===== src/common/buffer_pkg.sv =====
/* sizes, field types and encodings shared by the buffer manager.
   queue_depth must be a power of two; node 15 is the list terminator */
package buffer_pkg;

    localparam int mem_words   = 256;  // packet memory words
    localparam int num_nodes   = 16;
    localparam int num_ports   = 4;
    localparam int num_prios   = 4;
    localparam int queue_depth = 4;    // entries per port/priority queue
    localparam int max_packet  = 64;   // largest write request in words

    typedef logic [7:0] addr_t;
    typedef logic [8:0] len_t;         // 1 to 256 words
    typedef logic [3:0] node_t;
    typedef logic [1:0] port_t;
    typedef logic [1:0] prio_t;
    typedef logic [2:0] qcount_t;

    localparam node_t null_node = 4'd15;

    // controller states
    typedef enum logic [2:0] {
        st_idle,
        st_search,  // first-fit walk, one node per cycle
        st_grant,
        st_lookup,
        st_free,
        st_merge    // coalescing walk after a free
    } fsm_state_t;

    // block table operations on cur_node
    typedef enum logic [2:0] {
        op_nop,
        op_take,
        op_split,
        op_free,
        op_merge
    } table_op_t;

endpackage

===== src/hw/buffer_manager.sv =====
/* packet buffer manager top. one write stream and one read stream per port;
   address streams have no back-pressure */
`timescale 1ns/1ps

module buffer_manager (
    input  logic                             clk,
    input  logic                             rst,
    input  logic                             wr_valid,
    output logic                             wr_ready,
    input  buffer_pkg::len_t                 wr_size,
    input  buffer_pkg::port_t                wr_port,
    input  buffer_pkg::prio_t                wr_prio,
    output buffer_pkg::addr_t                write_address,
    output logic                             writing,
    output logic                             alloc_fail,
    input  logic [buffer_pkg::num_ports-1:0] rd_req,
    input  buffer_pkg::prio_t                rd_prio [buffer_pkg::num_ports],
    output logic [buffer_pkg::num_ports-1:0] reading,
    output buffer_pkg::addr_t                read_addr [buffer_pkg::num_ports]
);

    buffer_pkg::node_t     cur_node, cur_next, tbl_node, spare_node, head_node, push_node;
    buffer_pkg::table_op_t tbl_op;
    buffer_pkg::len_t      tbl_len, cur_len, burst_len;
    buffer_pkg::addr_t     cur_start, burst_base;
    buffer_pkg::port_t     q_port;
    buffer_pkg::prio_t     q_prio;
    logic                  cur_used, cur_mergeable, spare_ok;
    logic                  push, pop, q_empty, q_full, wr_start;
    logic [buffer_pkg::num_ports-1:0] rd_start;

    block_table u_table (
        .clk, .rst, .cur_node, .tbl_op, .tbl_len, .tbl_node,
        .cur_start, .cur_len, .cur_used, .cur_next, .cur_mergeable,
        .spare_node, .spare_ok
    );

    alloc_fsm u_fsm (
        .clk, .rst, .wr_valid, .wr_size, .wr_port, .wr_prio,
        .rd_req, .rd_prio, .reading,
        .cur_start, .cur_len, .cur_used, .cur_next, .cur_mergeable,
        .spare_node, .spare_ok, .head_node, .q_empty, .q_full,
        .wr_ready, .alloc_fail, .cur_node, .tbl_op, .tbl_len, .tbl_node,
        .q_port, .q_prio, .push, .push_node, .pop,
        .wr_start, .rd_start, .burst_base, .burst_len
    );

    queue_store u_queues (
        .clk, .rst, .q_port, .q_prio, .push, .push_node, .pop,
        .head_node, .q_empty, .q_full
    );

    burst_counter u_wr_burst (
        .clk, .rst, .start(wr_start), .base(burst_base), .len(burst_len),
        .active(writing), .addr(write_address)
    );

    for (genvar p = 0; p < buffer_pkg::num_ports; p++) begin : g_rd_burst
        burst_counter u_rd_burst (
            .clk, .rst, .start(rd_start[p]), .base(burst_base), .len(burst_len),
            .active(reading[p]), .addr(read_addr[p])
        );
    end

endmodule


===== src/hw/alloc_fsm.sv =====
/* serializes allocations, read-outs and merges; one list node per cycle.
   a pending read on an empty queue does not block writes */
`timescale 1ns/1ps

module alloc_fsm (
    input  logic                          clk,
    input  logic                          rst,
    input  logic                          wr_valid,
    input  buffer_pkg::len_t              wr_size,
    input  buffer_pkg::port_t             wr_port,
    input  buffer_pkg::prio_t             wr_prio,
    input  logic [buffer_pkg::num_ports-1:0] rd_req,
    input  buffer_pkg::prio_t             rd_prio [buffer_pkg::num_ports],
    input  logic [buffer_pkg::num_ports-1:0] reading,
    input  buffer_pkg::addr_t             cur_start,
    input  buffer_pkg::len_t              cur_len,
    input  logic                          cur_used,
    input  buffer_pkg::node_t             cur_next,
    input  logic                          cur_mergeable,
    input  buffer_pkg::node_t             spare_node,
    input  logic                          spare_ok,
    input  buffer_pkg::node_t             head_node,
    input  logic                          q_empty,
    input  logic                          q_full,
    output logic                          wr_ready,
    output logic                          alloc_fail,
    output buffer_pkg::node_t             cur_node,
    output buffer_pkg::table_op_t         tbl_op,
    output buffer_pkg::len_t              tbl_len,
    output buffer_pkg::node_t             tbl_node,
    output buffer_pkg::port_t             q_port,
    output buffer_pkg::prio_t             q_prio,
    output logic                          push,
    output buffer_pkg::node_t             push_node,
    output logic                          pop,
    output logic                          wr_start,
    output logic [buffer_pkg::num_ports-1:0] rd_start,
    output buffer_pkg::addr_t             burst_base,
    output buffer_pkg::len_t              burst_len
);

    buffer_pkg::fsm_state_t state;
    buffer_pkg::port_t      sel_port;  // queue of the operation in flight
    buffer_pkg::prio_t      sel_prio;
    buffer_pkg::len_t       req_size;
    buffer_pkg::port_t      cand;
    logic                   cand_valid;
    logic                   read_start;
    logic                   fits, exact, grant_ok, fail;

    // lowest port with a request that is not already streaming
    always_comb begin
        cand       = '0;
        cand_valid = 1'b0;
        for (int i = buffer_pkg::num_ports - 1; i >= 0; i--) begin
            if (rd_req[i] && !reading[i]) begin
                cand       = buffer_pkg::port_t'(i);
                cand_valid = 1'b1;
            end
        end
    end

    assign q_port     = (state == buffer_pkg::st_idle) ? cand : sel_port;
    assign q_prio     = (state == buffer_pkg::st_idle) ? rd_prio[cand] : sel_prio;
    assign read_start = (state == buffer_pkg::st_idle) && cand_valid && !q_empty;
    assign wr_ready   = (state == buffer_pkg::st_idle) && !read_start;

    assign fits     = !cur_used && (cur_len >= req_size);
    assign exact    = cur_len == req_size;
    assign grant_ok = fits && !q_full && (exact || spare_ok);
    assign fail     = fits ? !grant_ok : (cur_next == buffer_pkg::null_node);

    assign push_node  = cur_node;  // granted block keeps its node
    assign burst_base = cur_start;
    assign burst_len  = (state == buffer_pkg::st_free) ? cur_len : req_size;

    always_ff @(posedge clk) begin
        if (rst) begin
            state    <= buffer_pkg::st_idle;
            cur_node <= '0;
        end else begin
            case (state)
                buffer_pkg::st_idle: begin
                    if (read_start) begin
                        state <= buffer_pkg::st_lookup;
                    end else if (wr_valid) begin
                        state    <= buffer_pkg::st_search;
                        cur_node <= '0;  // first fit starts at the head
                    end
                end
                buffer_pkg::st_search: begin
                    if (grant_ok) begin
                        state <= buffer_pkg::st_grant;
                    end else if (fail) begin
                        state <= buffer_pkg::st_idle;
                    end else begin
                        cur_node <= cur_next;
                    end
                end
                buffer_pkg::st_lookup: begin
                    cur_node <= head_node;
                    state    <= buffer_pkg::st_free;
                end
                buffer_pkg::st_free: begin
                    cur_node <= '0;
                    state    <= buffer_pkg::st_merge;
                end
                buffer_pkg::st_merge: begin
                    if (!cur_mergeable) begin  // stay put while absorbing
                        if (cur_next == buffer_pkg::null_node) begin
                            state <= buffer_pkg::st_idle;
                        end else begin
                            cur_node <= cur_next;
                        end
                    end
                end
                default: state <= buffer_pkg::st_idle;  // st_grant ends here
            endcase
        end
    end

    // request fields, captured on the accepting idle cycle
    always_ff @(posedge clk) begin
        if (state == buffer_pkg::st_idle) begin
            if (read_start) begin
                sel_port <= cand;
                sel_prio <= rd_prio[cand];
            end else begin
                sel_port <= wr_port;
                sel_prio <= wr_prio;
                req_size <= wr_size;
            end
        end
    end

    always_comb begin
        tbl_op     = buffer_pkg::op_nop;
        tbl_len    = req_size;
        tbl_node   = spare_node;
        push       = 1'b0;
        pop        = 1'b0;
        wr_start   = 1'b0;
        rd_start   = '0;
        alloc_fail = 1'b0;
        case (state)
            buffer_pkg::st_search: alloc_fail = fail;
            buffer_pkg::st_grant: begin
                tbl_op   = exact ? buffer_pkg::op_take : buffer_pkg::op_split;
                push     = 1'b1;
                wr_start = 1'b1;
            end
            buffer_pkg::st_lookup: pop = 1'b1;
            buffer_pkg::st_free: begin
                tbl_op             = buffer_pkg::op_free;
                rd_start[sel_port] = 1'b1;
            end
            buffer_pkg::st_merge: begin
                if (cur_mergeable) begin
                    tbl_op = buffer_pkg::op_merge;
                end
            end
            default: ;
        endcase
    end

    // q_full was checked during the search, the queue must not fill meanwhile
    assert property (@(posedge clk) disable iff (rst) push |-> !q_full);
    assert property (@(posedge clk) disable iff (rst)
        (state == buffer_pkg::st_search) |-> (cur_node != buffer_pkg::null_node));

endmodule


===== src/hw/queue_store.sv =====
/* one circular FIFO of node indexes per port and priority.
   only the selected queue is visible; push and pop are not checked for overflow */
`timescale 1ns/1ps

module queue_store (
    input  logic              clk,
    input  logic              rst,
    input  buffer_pkg::port_t q_port,
    input  buffer_pkg::prio_t q_prio,
    input  logic              push,
    input  buffer_pkg::node_t push_node,
    input  logic              pop,
    output buffer_pkg::node_t head_node,
    output logic              q_empty,
    output logic              q_full
);

    buffer_pkg::node_t fifo_mem [buffer_pkg::num_ports][buffer_pkg::num_prios]
                                [buffer_pkg::queue_depth];
    logic [$clog2(buffer_pkg::queue_depth)-1:0] rd_ptr [buffer_pkg::num_ports]
                                                       [buffer_pkg::num_prios];
    logic [$clog2(buffer_pkg::queue_depth)-1:0] wr_ptr [buffer_pkg::num_ports]
                                                       [buffer_pkg::num_prios];
    buffer_pkg::qcount_t count [buffer_pkg::num_ports][buffer_pkg::num_prios];

    assign head_node = fifo_mem[q_port][q_prio][rd_ptr[q_port][q_prio]];
    assign q_empty   = count[q_port][q_prio] == '0;
    assign q_full    = count[q_port][q_prio] == buffer_pkg::qcount_t'(buffer_pkg::queue_depth);

    always_ff @(posedge clk) begin
        if (push) begin
            fifo_mem[q_port][q_prio][wr_ptr[q_port][q_prio]] <= push_node;
        end
    end

    always_ff @(posedge clk) begin
        if (rst) begin
            for (int p = 0; p < buffer_pkg::num_ports; p++) begin
                for (int q = 0; q < buffer_pkg::num_prios; q++) begin
                    rd_ptr[p][q] <= '0;
                    wr_ptr[p][q] <= '0;
                    count[p][q]  <= '0;
                end
            end
        end else begin
            if (push) begin
                wr_ptr[q_port][q_prio] <= wr_ptr[q_port][q_prio] + 1'b1;  // wraps at depth
            end
            if (pop) begin
                rd_ptr[q_port][q_prio] <= rd_ptr[q_port][q_prio] + 1'b1;
            end
            case ({push, pop})
                2'b10:   count[q_port][q_prio] <= count[q_port][q_prio] + 1'b1;
                2'b01:   count[q_port][q_prio] <= count[q_port][q_prio] - 1'b1;
                default: ;
            endcase
        end
    end

    // the controller only pops a queue it saw non-empty in the cycle before
    assert property (@(posedge clk) disable iff (rst) pop |-> !q_empty);

endmodule


===== src/hw/burst_counter.sv =====
/* streams len consecutive addresses from base, one per cycle.
   a start while active restarts the burst */
`timescale 1ns/1ps

module burst_counter (
    input  logic              clk,
    input  logic              rst,
    input  logic              start,
    input  buffer_pkg::addr_t base,
    input  buffer_pkg::len_t  len,
    output logic              active,
    output buffer_pkg::addr_t addr
);

    buffer_pkg::len_t remain;  // addresses left including the current one

    always_ff @(posedge clk) begin
        if (rst) begin
            active <= 1'b0;
            remain <= '0;
        end else if (start) begin
            active <= 1'b1;
            remain <= len;
            addr   <= base;
        end else if (active) begin
            if (remain == buffer_pkg::len_t'(1)) begin
                active <= 1'b0;  // last address was shown
            end else begin
                addr <= addr + 1'b1;
            end
            remain <= remain - 1'b1;
        end
    end

endmodule


===== src/hw/block_table/block_table.sv =====
/* address-ordered doubly linked list of memory blocks; node 0 is always the head.
   a split keeps the low part in cur_node and puts the remainder in tbl_node */
`timescale 1ns/1ps

module block_table (
    input  logic                  clk,
    input  logic                  rst,
    input  buffer_pkg::node_t     cur_node,
    input  buffer_pkg::table_op_t tbl_op,
    input  buffer_pkg::len_t      tbl_len,
    input  buffer_pkg::node_t     tbl_node,
    output buffer_pkg::addr_t     cur_start,
    output buffer_pkg::len_t      cur_len,
    output logic                  cur_used,
    output buffer_pkg::node_t     cur_next,
    output logic                  cur_mergeable,
    output buffer_pkg::node_t     spare_node,
    output logic                  spare_ok
);

    buffer_pkg::addr_t start_q [buffer_pkg::num_nodes];
    buffer_pkg::len_t  len_q   [buffer_pkg::num_nodes];
    buffer_pkg::node_t prev_q  [buffer_pkg::num_nodes];
    buffer_pkg::node_t next_q  [buffer_pkg::num_nodes];
    logic [buffer_pkg::num_nodes-1:0] used_q;   // block holds a packet
    logic [buffer_pkg::num_nodes-1:0] alloc_q;  // node is linked into the list

    buffer_pkg::node_t after_next;
    int                len_total;
    logic              links_ok;

    assign cur_start  = start_q[cur_node];
    assign cur_len    = len_q[cur_node];
    assign cur_used   = used_q[cur_node];
    assign cur_next   = next_q[cur_node];
    assign after_next = next_q[cur_next];

    // both this block and its successor are free
    assign cur_mergeable = !used_q[cur_node] && (cur_next != buffer_pkg::null_node)
                           && !used_q[cur_next];

    // lowest node not in the list, node 0 never qualifies
    always_comb begin
        spare_node = buffer_pkg::null_node;
        spare_ok   = 1'b0;
        for (int i = buffer_pkg::num_nodes - 2; i >= 1; i--) begin
            if (!alloc_q[i]) begin
                spare_node = buffer_pkg::node_t'(i);
                spare_ok   = 1'b1;
            end
        end
    end

    always_ff @(posedge clk) begin
        if (rst) begin
            for (int i = 0; i < buffer_pkg::num_nodes; i++) begin
                prev_q[i] <= buffer_pkg::null_node;
                next_q[i] <= buffer_pkg::null_node;
            end
            used_q     <= '0;
            alloc_q    <= buffer_pkg::num_nodes'(1);  // only the head
            start_q[0] <= '0;
            len_q[0]   <= buffer_pkg::len_t'(buffer_pkg::mem_words);
        end else begin
            case (tbl_op)
                buffer_pkg::op_take: used_q[cur_node] <= 1'b1;
                buffer_pkg::op_split: begin
                    start_q[tbl_node] <= cur_start + buffer_pkg::addr_t'(tbl_len);
                    len_q[tbl_node]   <= cur_len - tbl_len;  // high remainder
                    used_q[tbl_node]  <= 1'b0;
                    alloc_q[tbl_node] <= 1'b1;
                    prev_q[tbl_node]  <= cur_node;
                    next_q[tbl_node]  <= cur_next;
                    if (cur_next != buffer_pkg::null_node) begin
                        prev_q[cur_next] <= tbl_node;
                    end
                    len_q[cur_node]  <= tbl_len;
                    used_q[cur_node] <= 1'b1;
                    next_q[cur_node] <= tbl_node;
                end
                buffer_pkg::op_free: used_q[cur_node] <= 1'b0;
                buffer_pkg::op_merge: begin
                    len_q[cur_node]   <= cur_len + len_q[cur_next];
                    next_q[cur_node]  <= after_next;
                    alloc_q[cur_next] <= 1'b0;  // absorbed node is spare again
                    if (after_next != buffer_pkg::null_node) begin
                        prev_q[after_next] <= cur_node;
                    end
                end
                default: ;
            endcase
        end
    end

    // walk the list from the head, summing lengths and checking back links
    always_comb begin
        buffer_pkg::node_t n;
        int                total;
        total    = 0;
        links_ok = 1'b1;
        n        = '0;
        for (int i = 0; i < buffer_pkg::num_nodes; i++) begin
            if (n != buffer_pkg::null_node) begin
                total = total + int'(len_q[n]);
                if (next_q[n] != buffer_pkg::null_node && prev_q[next_q[n]] != n) begin
                    links_ok = 1'b0;
                end
                n = next_q[n];
            end
        end
        len_total = total;
    end

    assert property (@(posedge clk) disable iff (rst)
        (len_total == buffer_pkg::mem_words) && links_ok);

endmodule


===== config.mk =====
export PLATFORM = sky130hd
export DESIGN_NAME = buffer_manager
export DESIGN_NICKNAME = d
export VERILOG_FILES = /design/src/common/buffer_pkg.sv /design/src/hw/buffer_manager.sv /design/src/hw/alloc_fsm.sv /design/src/hw/queue_store.sv /design/src/hw/burst_counter.sv /design/src/hw/block_table/block_table.sv
export SDC_FILE = /design/constraint.sdc
export NUM_CORES = 2
export LEC_CHECK = 0
export BUFFER_PORTS_ARGS = -buffer_cell sky130_fd_sc_hd__buf_4
export CAP_MARGIN = 30
export CORE_MARGIN = 8
export CORE_UTILIZATION = 30
export DETAILED_ROUTE_END_ITERATION = 7
export GPL_TIMING_DRIVEN = 0
export PLACE_DENSITY = 0.52
export SYNTH_ARGS = -nofsm -noshare
export SYNTH_HDL_FRONTEND = slang
export SYNTH_SLANG_ARGS = --single-unit

===== constraint.sdc =====
create_clock -name clk -period 9.42 [get_ports clk]
set_input_delay 2.355 -clock clk [delete_from_list [all_inputs] [get_ports clk]]
set_output_delay 2.355 -clock clk [all_outputs]
set_load 0.05 [all_outputs]

# ---- Word-level counts from Yosys, hierarchy flattened
# Memory sizes are Yosys's and may differ from the RTL's. A register that Yosys moved wholly into a read port is not among the register bits.
# Cells that the tools add are included.
dict set report op_classes {
  n_eq_ne 34
  div 0
  muxes 205
  n_addsub 17
  shift 0
  bitwise 29
  n_mul 0
  order_cmp 15
  reduce_logical 54
}
# cell n
set ops {}
lappend ops {{8-bit 2-to-1 mux} 22}
lappend ops {{4-bit 2-to-1 mux} 30}
lappend ops {{9-bit 2-to-1 mux} 13}
lappend ops {{1-bit 2-to-1 mux} 76}
lappend ops {{64-bit 2-to-1 mux} 1}
lappend ops {{16-bit AND} 3}
lappend ops {{12-bit 2-to-1 mux} 4}
lappend ops {{16-bit 2-to-1 mux} 3}
lappend ops {{16-bit inverter} 3}
lappend ops {{16-bit OR} 3}
lappend ops {{16-bit one-hot mux with 3 select lines} 1}
lappend ops {{9-bit by 1-bit equality test with 1-bit output (second input constant)} 5}
lappend ops {{9-bit by 1-bit subtractor with 9-bit output (second input constant)} 5}
lappend ops {{2-bit 2-to-1 mux} 21}
lappend ops {{3-bit 2-to-1 mux} 14}
lappend ops {{8-bit by 1-bit adder with 8-bit output (second input constant)} 5}
lappend ops {{16-bit binary-select mux with 2-bit select} 1}
lappend ops {{16-bit demux with 2-bit select} 1}
lappend ops {{16-bit one-hot mux with 2 select lines} 1}
lappend ops {{8-bit OR reduction} 3}
lappend ops {{2-bit != test (second input constant)} 11}
lappend ops {{4-bit one-hot mux with 5 select lines} 1}
lappend ops {{1-bit logical AND} 18}
lappend ops {{4-bit by 5-bit less-than comparator with 1-bit output (second input constant)} 3}
lappend ops {{50 further kinds} 106}
dict set report totals {
  mem_bits_ro 0
  ff_bits 142
  n_memories 7
  inputBits 28
  mem_bits_rw 704
  latchBits 0
  elab_cells 383
  output_inout_bits 47
}
# name depth width rd rd_ports_with_merged_regs wr line_no
set mem_list {}
lappend mem_list {u_queues.fifo_mem 4 64 1 0 1 queue_store.sv:18} ;# buffer_pkg::node_t fifo_mem [buffer_pkg::num_ports][buffer_pkg::num_prios]
lappend mem_list {u_table.len_q 16 9 2 1 2 block_table.sv:22} ;# buffer_pkg::len_t len_q [buffer_pkg::num_nodes];
lappend mem_list {u_table.start_q 16 8 1 1 1 block_table.sv:21} ;# buffer_pkg::addr_t start_q [buffer_pkg::num_nodes];
lappend mem_list {u_table.next_q 16 4 2 1 16 block_table.sv:24} ;# buffer_pkg::node_t next_q [buffer_pkg::num_nodes];
lappend mem_list {u_queues.count 4 12 1 0 4 queue_store.sv:24} ;# buffer_pkg::qcount_t count [buffer_pkg::num_ports][buffer_pkg::num_prios];
lappend mem_list {u_queues.rd_ptr 4 8 1 0 4 queue_store.sv:20} ;# logic [$clog2(buffer_pkg::queue_depth)-1:0] rd_ptr [buffer_pkg::num_ports]
lappend mem_list {{+1 memories} -- -- -- -- -- --}

# ---- Longest topological paths before layout
dict set report logic_depth {
  ltp_word 26
  depth_mapped 28
}

# ---- Hierarchy
# Synthesis repeated with hierarchy kept, for this count alone.
dict set report hier_totals {
  hier_cells 3241
  hier_area_um2 42814.8
}
# mod seq_area_each_um2 cells_each area_per_inst_um2 instances
set modules_own_cells {}
lappend modules_own_cells {block_table 10690.3 1610 20373.3 1}
lappend modules_own_cells {queue_store 11050.6 930 15854.0 1}
lappend modules_own_cells {{burst_counter (g_rd_burst[0].u_rd_burst ...)} 440.4 101 962.2 4}
lappend modules_own_cells {alloc_fsm 530.5 188 1685.4 1}
lappend modules_own_cells {{burst_counter (g_rd_burst[2].u_rd_burst)} 440.4 109 1053.5 1}

# ---- Least setup slack after synthesis
# OpenSTA, ideal clock, no wires.
dict set report synth_path {
  kind {in2out}
  from {input port rd_req[3] (netlist name)}
  to {output port wr_ready}
  stages 18
  t_arrival_ns 6.095
  path_buffers 3
  setup_slack_ns 0.970
  t_required_ns 7.065
  cell_sequence {nor2b_1 > or2_2 > nand2_1 > mux2i_1 > mux2i_1 > mux2i_1 > buf_2 > buf_2 > nand3_1 > a31oi_1 > buf_2 > inv_1 > ha_1 > ha_1 > nor2_1 > o21ai_1 > nand2_1 > inv_1}
}
dict set report synth_via {
  elab_chain_cells 19
  word_cells_on_any_way 26
  classes_between {16 x mux; 2 x bitwise; 7 x reduce/logical; 1 x memory}
}
# element line_no
set synth_rtl {}
lappend synth_rtl {{from (decl)} buffer_manager.sv:16} ;# input logic [buffer_pkg::num_ports-1:0] rd_req,
lappend synth_rtl {{1-bit logical AND (*)} alloc_fsm.sv:56} ;# if (rd_req[i] && !reading[i]) begin
lappend synth_rtl {{2-bit 2-to-1 mux (4 in series)} alloc_fsm.sv:56}
lappend synth_rtl {{2-bit inverter with 3-bit output (implied by the code)} alloc_fsm.sv:64} ;# assign q_prio = (state == buffer_pkg::st_idle) ? rd_prio[cand] : sel_prio;
lappend synth_rtl {{2-bit binary-select mux with 2-bit select} alloc_fsm.sv:64}
lappend synth_rtl {{2-bit 2-to-1 mux (implied by the code) (2 in series)} alloc_fsm.sv:64}
lappend synth_rtl {{2-bit 2-to-1 mux} alloc_fsm.sv:64}
lappend synth_rtl {{2-bit inverter with 3-bit output (implied by the code)} queue_store.sv:27} ;# assign q_empty = count[q_port][q_prio] == '0;
lappend synth_rtl {{3-bit binary-select mux with 2-bit select} queue_store.sv:27}
lappend synth_rtl {{3-bit 2-to-1 mux (implied by the code) (2 in series)} queue_store.sv:27}
lappend synth_rtl {{3-bit zero test} queue_store.sv:27}
lappend synth_rtl {{1-bit zero test} alloc_fsm.sv:65} ;# assign read_start = (state == buffer_pkg::st_idle) && cand_valid && !q_empty;
lappend synth_rtl {{1-bit logical AND (*)} alloc_fsm.sv:65}
lappend synth_rtl {{1-bit zero test (*)} alloc_fsm.sv:66} ;# assign wr_ready = (state == buffer_pkg::st_idle) && !read_start;
lappend synth_rtl {{1-bit logical AND (*)} alloc_fsm.sv:66}
lappend synth_rtl {{to (decl)} buffer_manager.sv:9} ;# output logic wr_ready,
# Mark *: on every way between the ends. The rest lies on a longest branch, timed or not. The select of a mux whose other input is x is not followed.

==> results.md <==
* First-pass GRT wire length at 226 mm
* Initial core utilization at 30.2%
* Reg area at 24600 um^2
* Area growth syn-to-layout at 15.1%
* Die W at 393 um
* Post-place setup slack at -1.35 ns
* Final WL at 159 mm
* Slew @ Worst Pin at 1.09 ns
* Int Power at 8.69 mW
* Via Count at 32700
* Maxcap violations at 0
* Detailed-route DRC error count at 0
* GPL Wtd Cong at 0.986
* Die Y at 393 um
* Fin cells at 5818
* Final worst-path cycle share at 97.2%
* Ys async rst share at 0%
* Post-Syn Area per Cell at 11.7 um^2
* Power density over the cells at 310 nW/um^2
* Final Setup Violations at 0
* Fin. max-slew vios at 0
* Gr usage total at 19.9%
* Slowest-stage cell, CP: clkbuf_1
* Grt ovf at 0
* Post-synthesis cell area at 42700 um^2
* CP Data Required Time at 7.07 ns
* Post-synth EDFFs at 757
* Fill cells at 14000
* Antenna Violating Nets Remaining at 0
* Final Util at 34.7%
* Placed Instances at 5649
* Max stage delay on crit path at 0.67 ns
* Vias in the first global route at 31500
* Post-DP HPWL at 116 mm
* Syn_nets at 3736
* Hold WC Path Type: reg2reg
* Synth warn at 0
* Mapped Cells at 3658
* CTS sink cnt at 848
* Non-Filler Cell Area, Final at 49100 um^2
* Top-Level Pins at 75
* Drt via density at 5.61
* Crit path buffers/inverters at 5
* Worst VDD drop at 0.160 mV
* CTS buffer count at 91
* Final hold vios at 0
* Maximum fanout along the worst path at 17
* Diode count at 0
* CTS root buf: clkbuf_16
* Critical path's top delay family: buffers and inverters
* Longest Clk Path Bufs at 3
* Post-Route Skew at 0.0406 ns
* TNS Setup at 0 ns
* Clock insertion delay at the later pin of the skew report at 0.71 ns
* TritonCTS clock tree: built
* #FFs+latches synth at 848
* Startpoint Class: flip-flop
* Sequential area share after synthesis at 57.6%
* Tmin final at 9.15 ns
* Clock Pin Slew Worst Setup and Hold Paths at 0.06 ns
* Switching power at 6.54 mW
* DRT iter0 DRCs at 3874
* Fmax at 0.109 GHz
* CP cell instances: buf_2, clkbuf_1, clkbuf_1, mux4_2, mux4_2, ha_1, o21ai_0, a21boi_0, o21ai_0, a2111oi_1, clkdlybuf4s15_2, o21bai_1, a211o_1, nor2b_2, buf_4
* Critical path arrival at 6.80 ns
* Sequential Power Share at 30.9%
* PortBufs at 74
* Share of cells above drive strength 1 at 13.4%
* Synth cell types at 80
* Logic pwr share at 44.7%
* Critical Path End Type: output port
* Htree depth at 3
* Primary FF master, synth: edfxtp_1
* Rows at 138
* Power, Total at 15.2 mW
* DRT Pass-1 Iters at 6
* Antenna violations before repair at 3
* RSZ-0062 raised after global routing: yes
* Outcome: completed
* DP Area at 45900 um^2
* Core Box Area at 141000 um^2
* Leak at 17.4 nW
* Die area at 154000 um^2
* DR WL/cell at 27.3 um
* Sw Share at 42.9%
* Area taken by multi-input logic gates at 16700 um^2
* Nets at 3931
* WS Path Type: reg2out
* Slack of the critical path at 0.268 ns
* Largest net degree at the start of global routing at 47
* Hold Slack at 0.498 ns
* Rel. slew slack at 27.3%
* Clock share of power at 24.4%
synthesized netlist by cell type, drive strengths merged, types with 7 or more instances:
master,count,area (um^2)
a2111oi,13,114
dfxtp,91,1820
nor2,342,1280
a311oi,17,149
nor3,101,537
a31o,8,78.8
mux4,107,2410
nand2b,22,138
xnor2,40,350
nand2,531,2060
o22ai,31,200
or3,12,75.1
clkbuf,190,713
edfxtp,757,22700
nor2b,13,81.3
a21o,11,82.6
xor2,55,482
a31oi,115,726
ha,47,588
o31ai,17,128
inv,55,206
nand4,7,43.8
or2,8,50.1
o21bai,7,52.6
a211oi,140,1050
o211ai,9,72.6
nor4,8,50.1
o21ai,130,654
a21oi,115,669
mux2,21,236
and3,111,694
mux2i,211,2130
nand3,118,591
a22oi,17,133
and2,19,119
buf,94,547
or4,7,52.6
cells in the final DEF (no fill, tap or decap), types with 40 or more instances in the layout:
cell type	count
nand3_1	118
dfxtp_1	87
inv_1	54
buf_2	50
clkbuf_16	92
buf_4	100
ha_1	47
mux4_2	107
xor2_1	55
and3_1	111
mux2i_1	207
nor3_1	95
nand2_1	515
a31oi_1	113
a211oi_1	140
nor2_1	342
xnor2_1	40
edfxtp_1	757
a21oi_1	106
o21ai_0	116
clkbuf_1	189
area by class of cell:
cell class              count  area share (%)
flip-flops and latches    848            50.0
multi-input cells        2470            34.0
clock buffers             117            5.02
well taps                1890            4.82
plain buffers             279            2.64
repair buffers            107            1.90
clock inverters            51            1.13
inverters                  56           0.436
kinds of logic (layout without fill, tap and decap cells):
logic type	count (synthesis)	in the layout	synth area share [%]
AO/OA/AOI/OAI	675	675	10.6
flip-flops	848	848	57.6
AND/OR/NAND/NOR	1311	1311	13.8
buffers and inverters	340	610	3.45
adder cells (fa/ha/maj)	50	50	1.52
XOR/XNOR	95	95	1.95
multiplexers	339	339	11.2
worst paths after layout:
path / from / endpoint / slack, ns / depth (start not counted)
setup / recovery: flip-flop / alloc_fail / 0.27 / 15
hold / removal: u_table.used_q[15] / u_table.used_q[15] / 0.50 / 2
setup reg to reg: flip-flop / u_table.len_q[7][8] / 1.22 / 25
hold reg to reg: u_table.used_q[15] / u_table.used_q[15] / 0.50 / 2
power groups by stage:
stage	logic (mW)	clock network, mW	registers [mW]
finish	6.82	3.71	4.71
global route	7.21	3.86	4.73
CTS	6.69	3.74	4.70
detailed placement	6.61	0	4.78
global placement	6.48	0	4.85
floorplan	4.01	0	4.76
state kept, by name (all words and copies together) (netlist names), 8 cells and up, named ones only:
| name | flops |
|---|---|
| u_fsm.tbl_len | 9 |
| u_table.alloc_q | 14 |
| u_wr_burst.addr | 8 |
| u_wr_burst.remain | 9 |
| u_queues.wr_ptr | 32 |
| g_rd_burst.u_rd_burst.remain | 36 |
| u_queues.rd_ptr | 32 |
| u_table.used_q | 16 |
| u_queues.fifo_mem | 256 |
| u_table.next_q | 64 |
| u_table.start_q | 128 |
| u_table.len_q | 144 |
| g_rd_burst.u_rd_burst.addr | 32 |
| u_queues.count | 48 |
per-layer routing:
metal / part of all wire [%] / GRT usage, % / vias up
met5: 0 / 0 / -
met4: 5.3 / 9.09 / 0
met3: 8.4 / 3.53 / 427
met2: 45 / 31.3 / 1784
met1: 41 / 26.8 / 16300
li1: - / - / 14100
worst min-delay path: cells and delay by family (launching register included):
family	cells	cell delay [ns]
flops	1	0.32
compound gates	2	0.13
timing repair:
item	in CTS	in global routing
resized for setup	36	11
hold buffers	0	0
pin swaps	0	1
setup endpoints to repair	2	2
buffers inserted	1	3
Power figures use the tool's default switching activity.
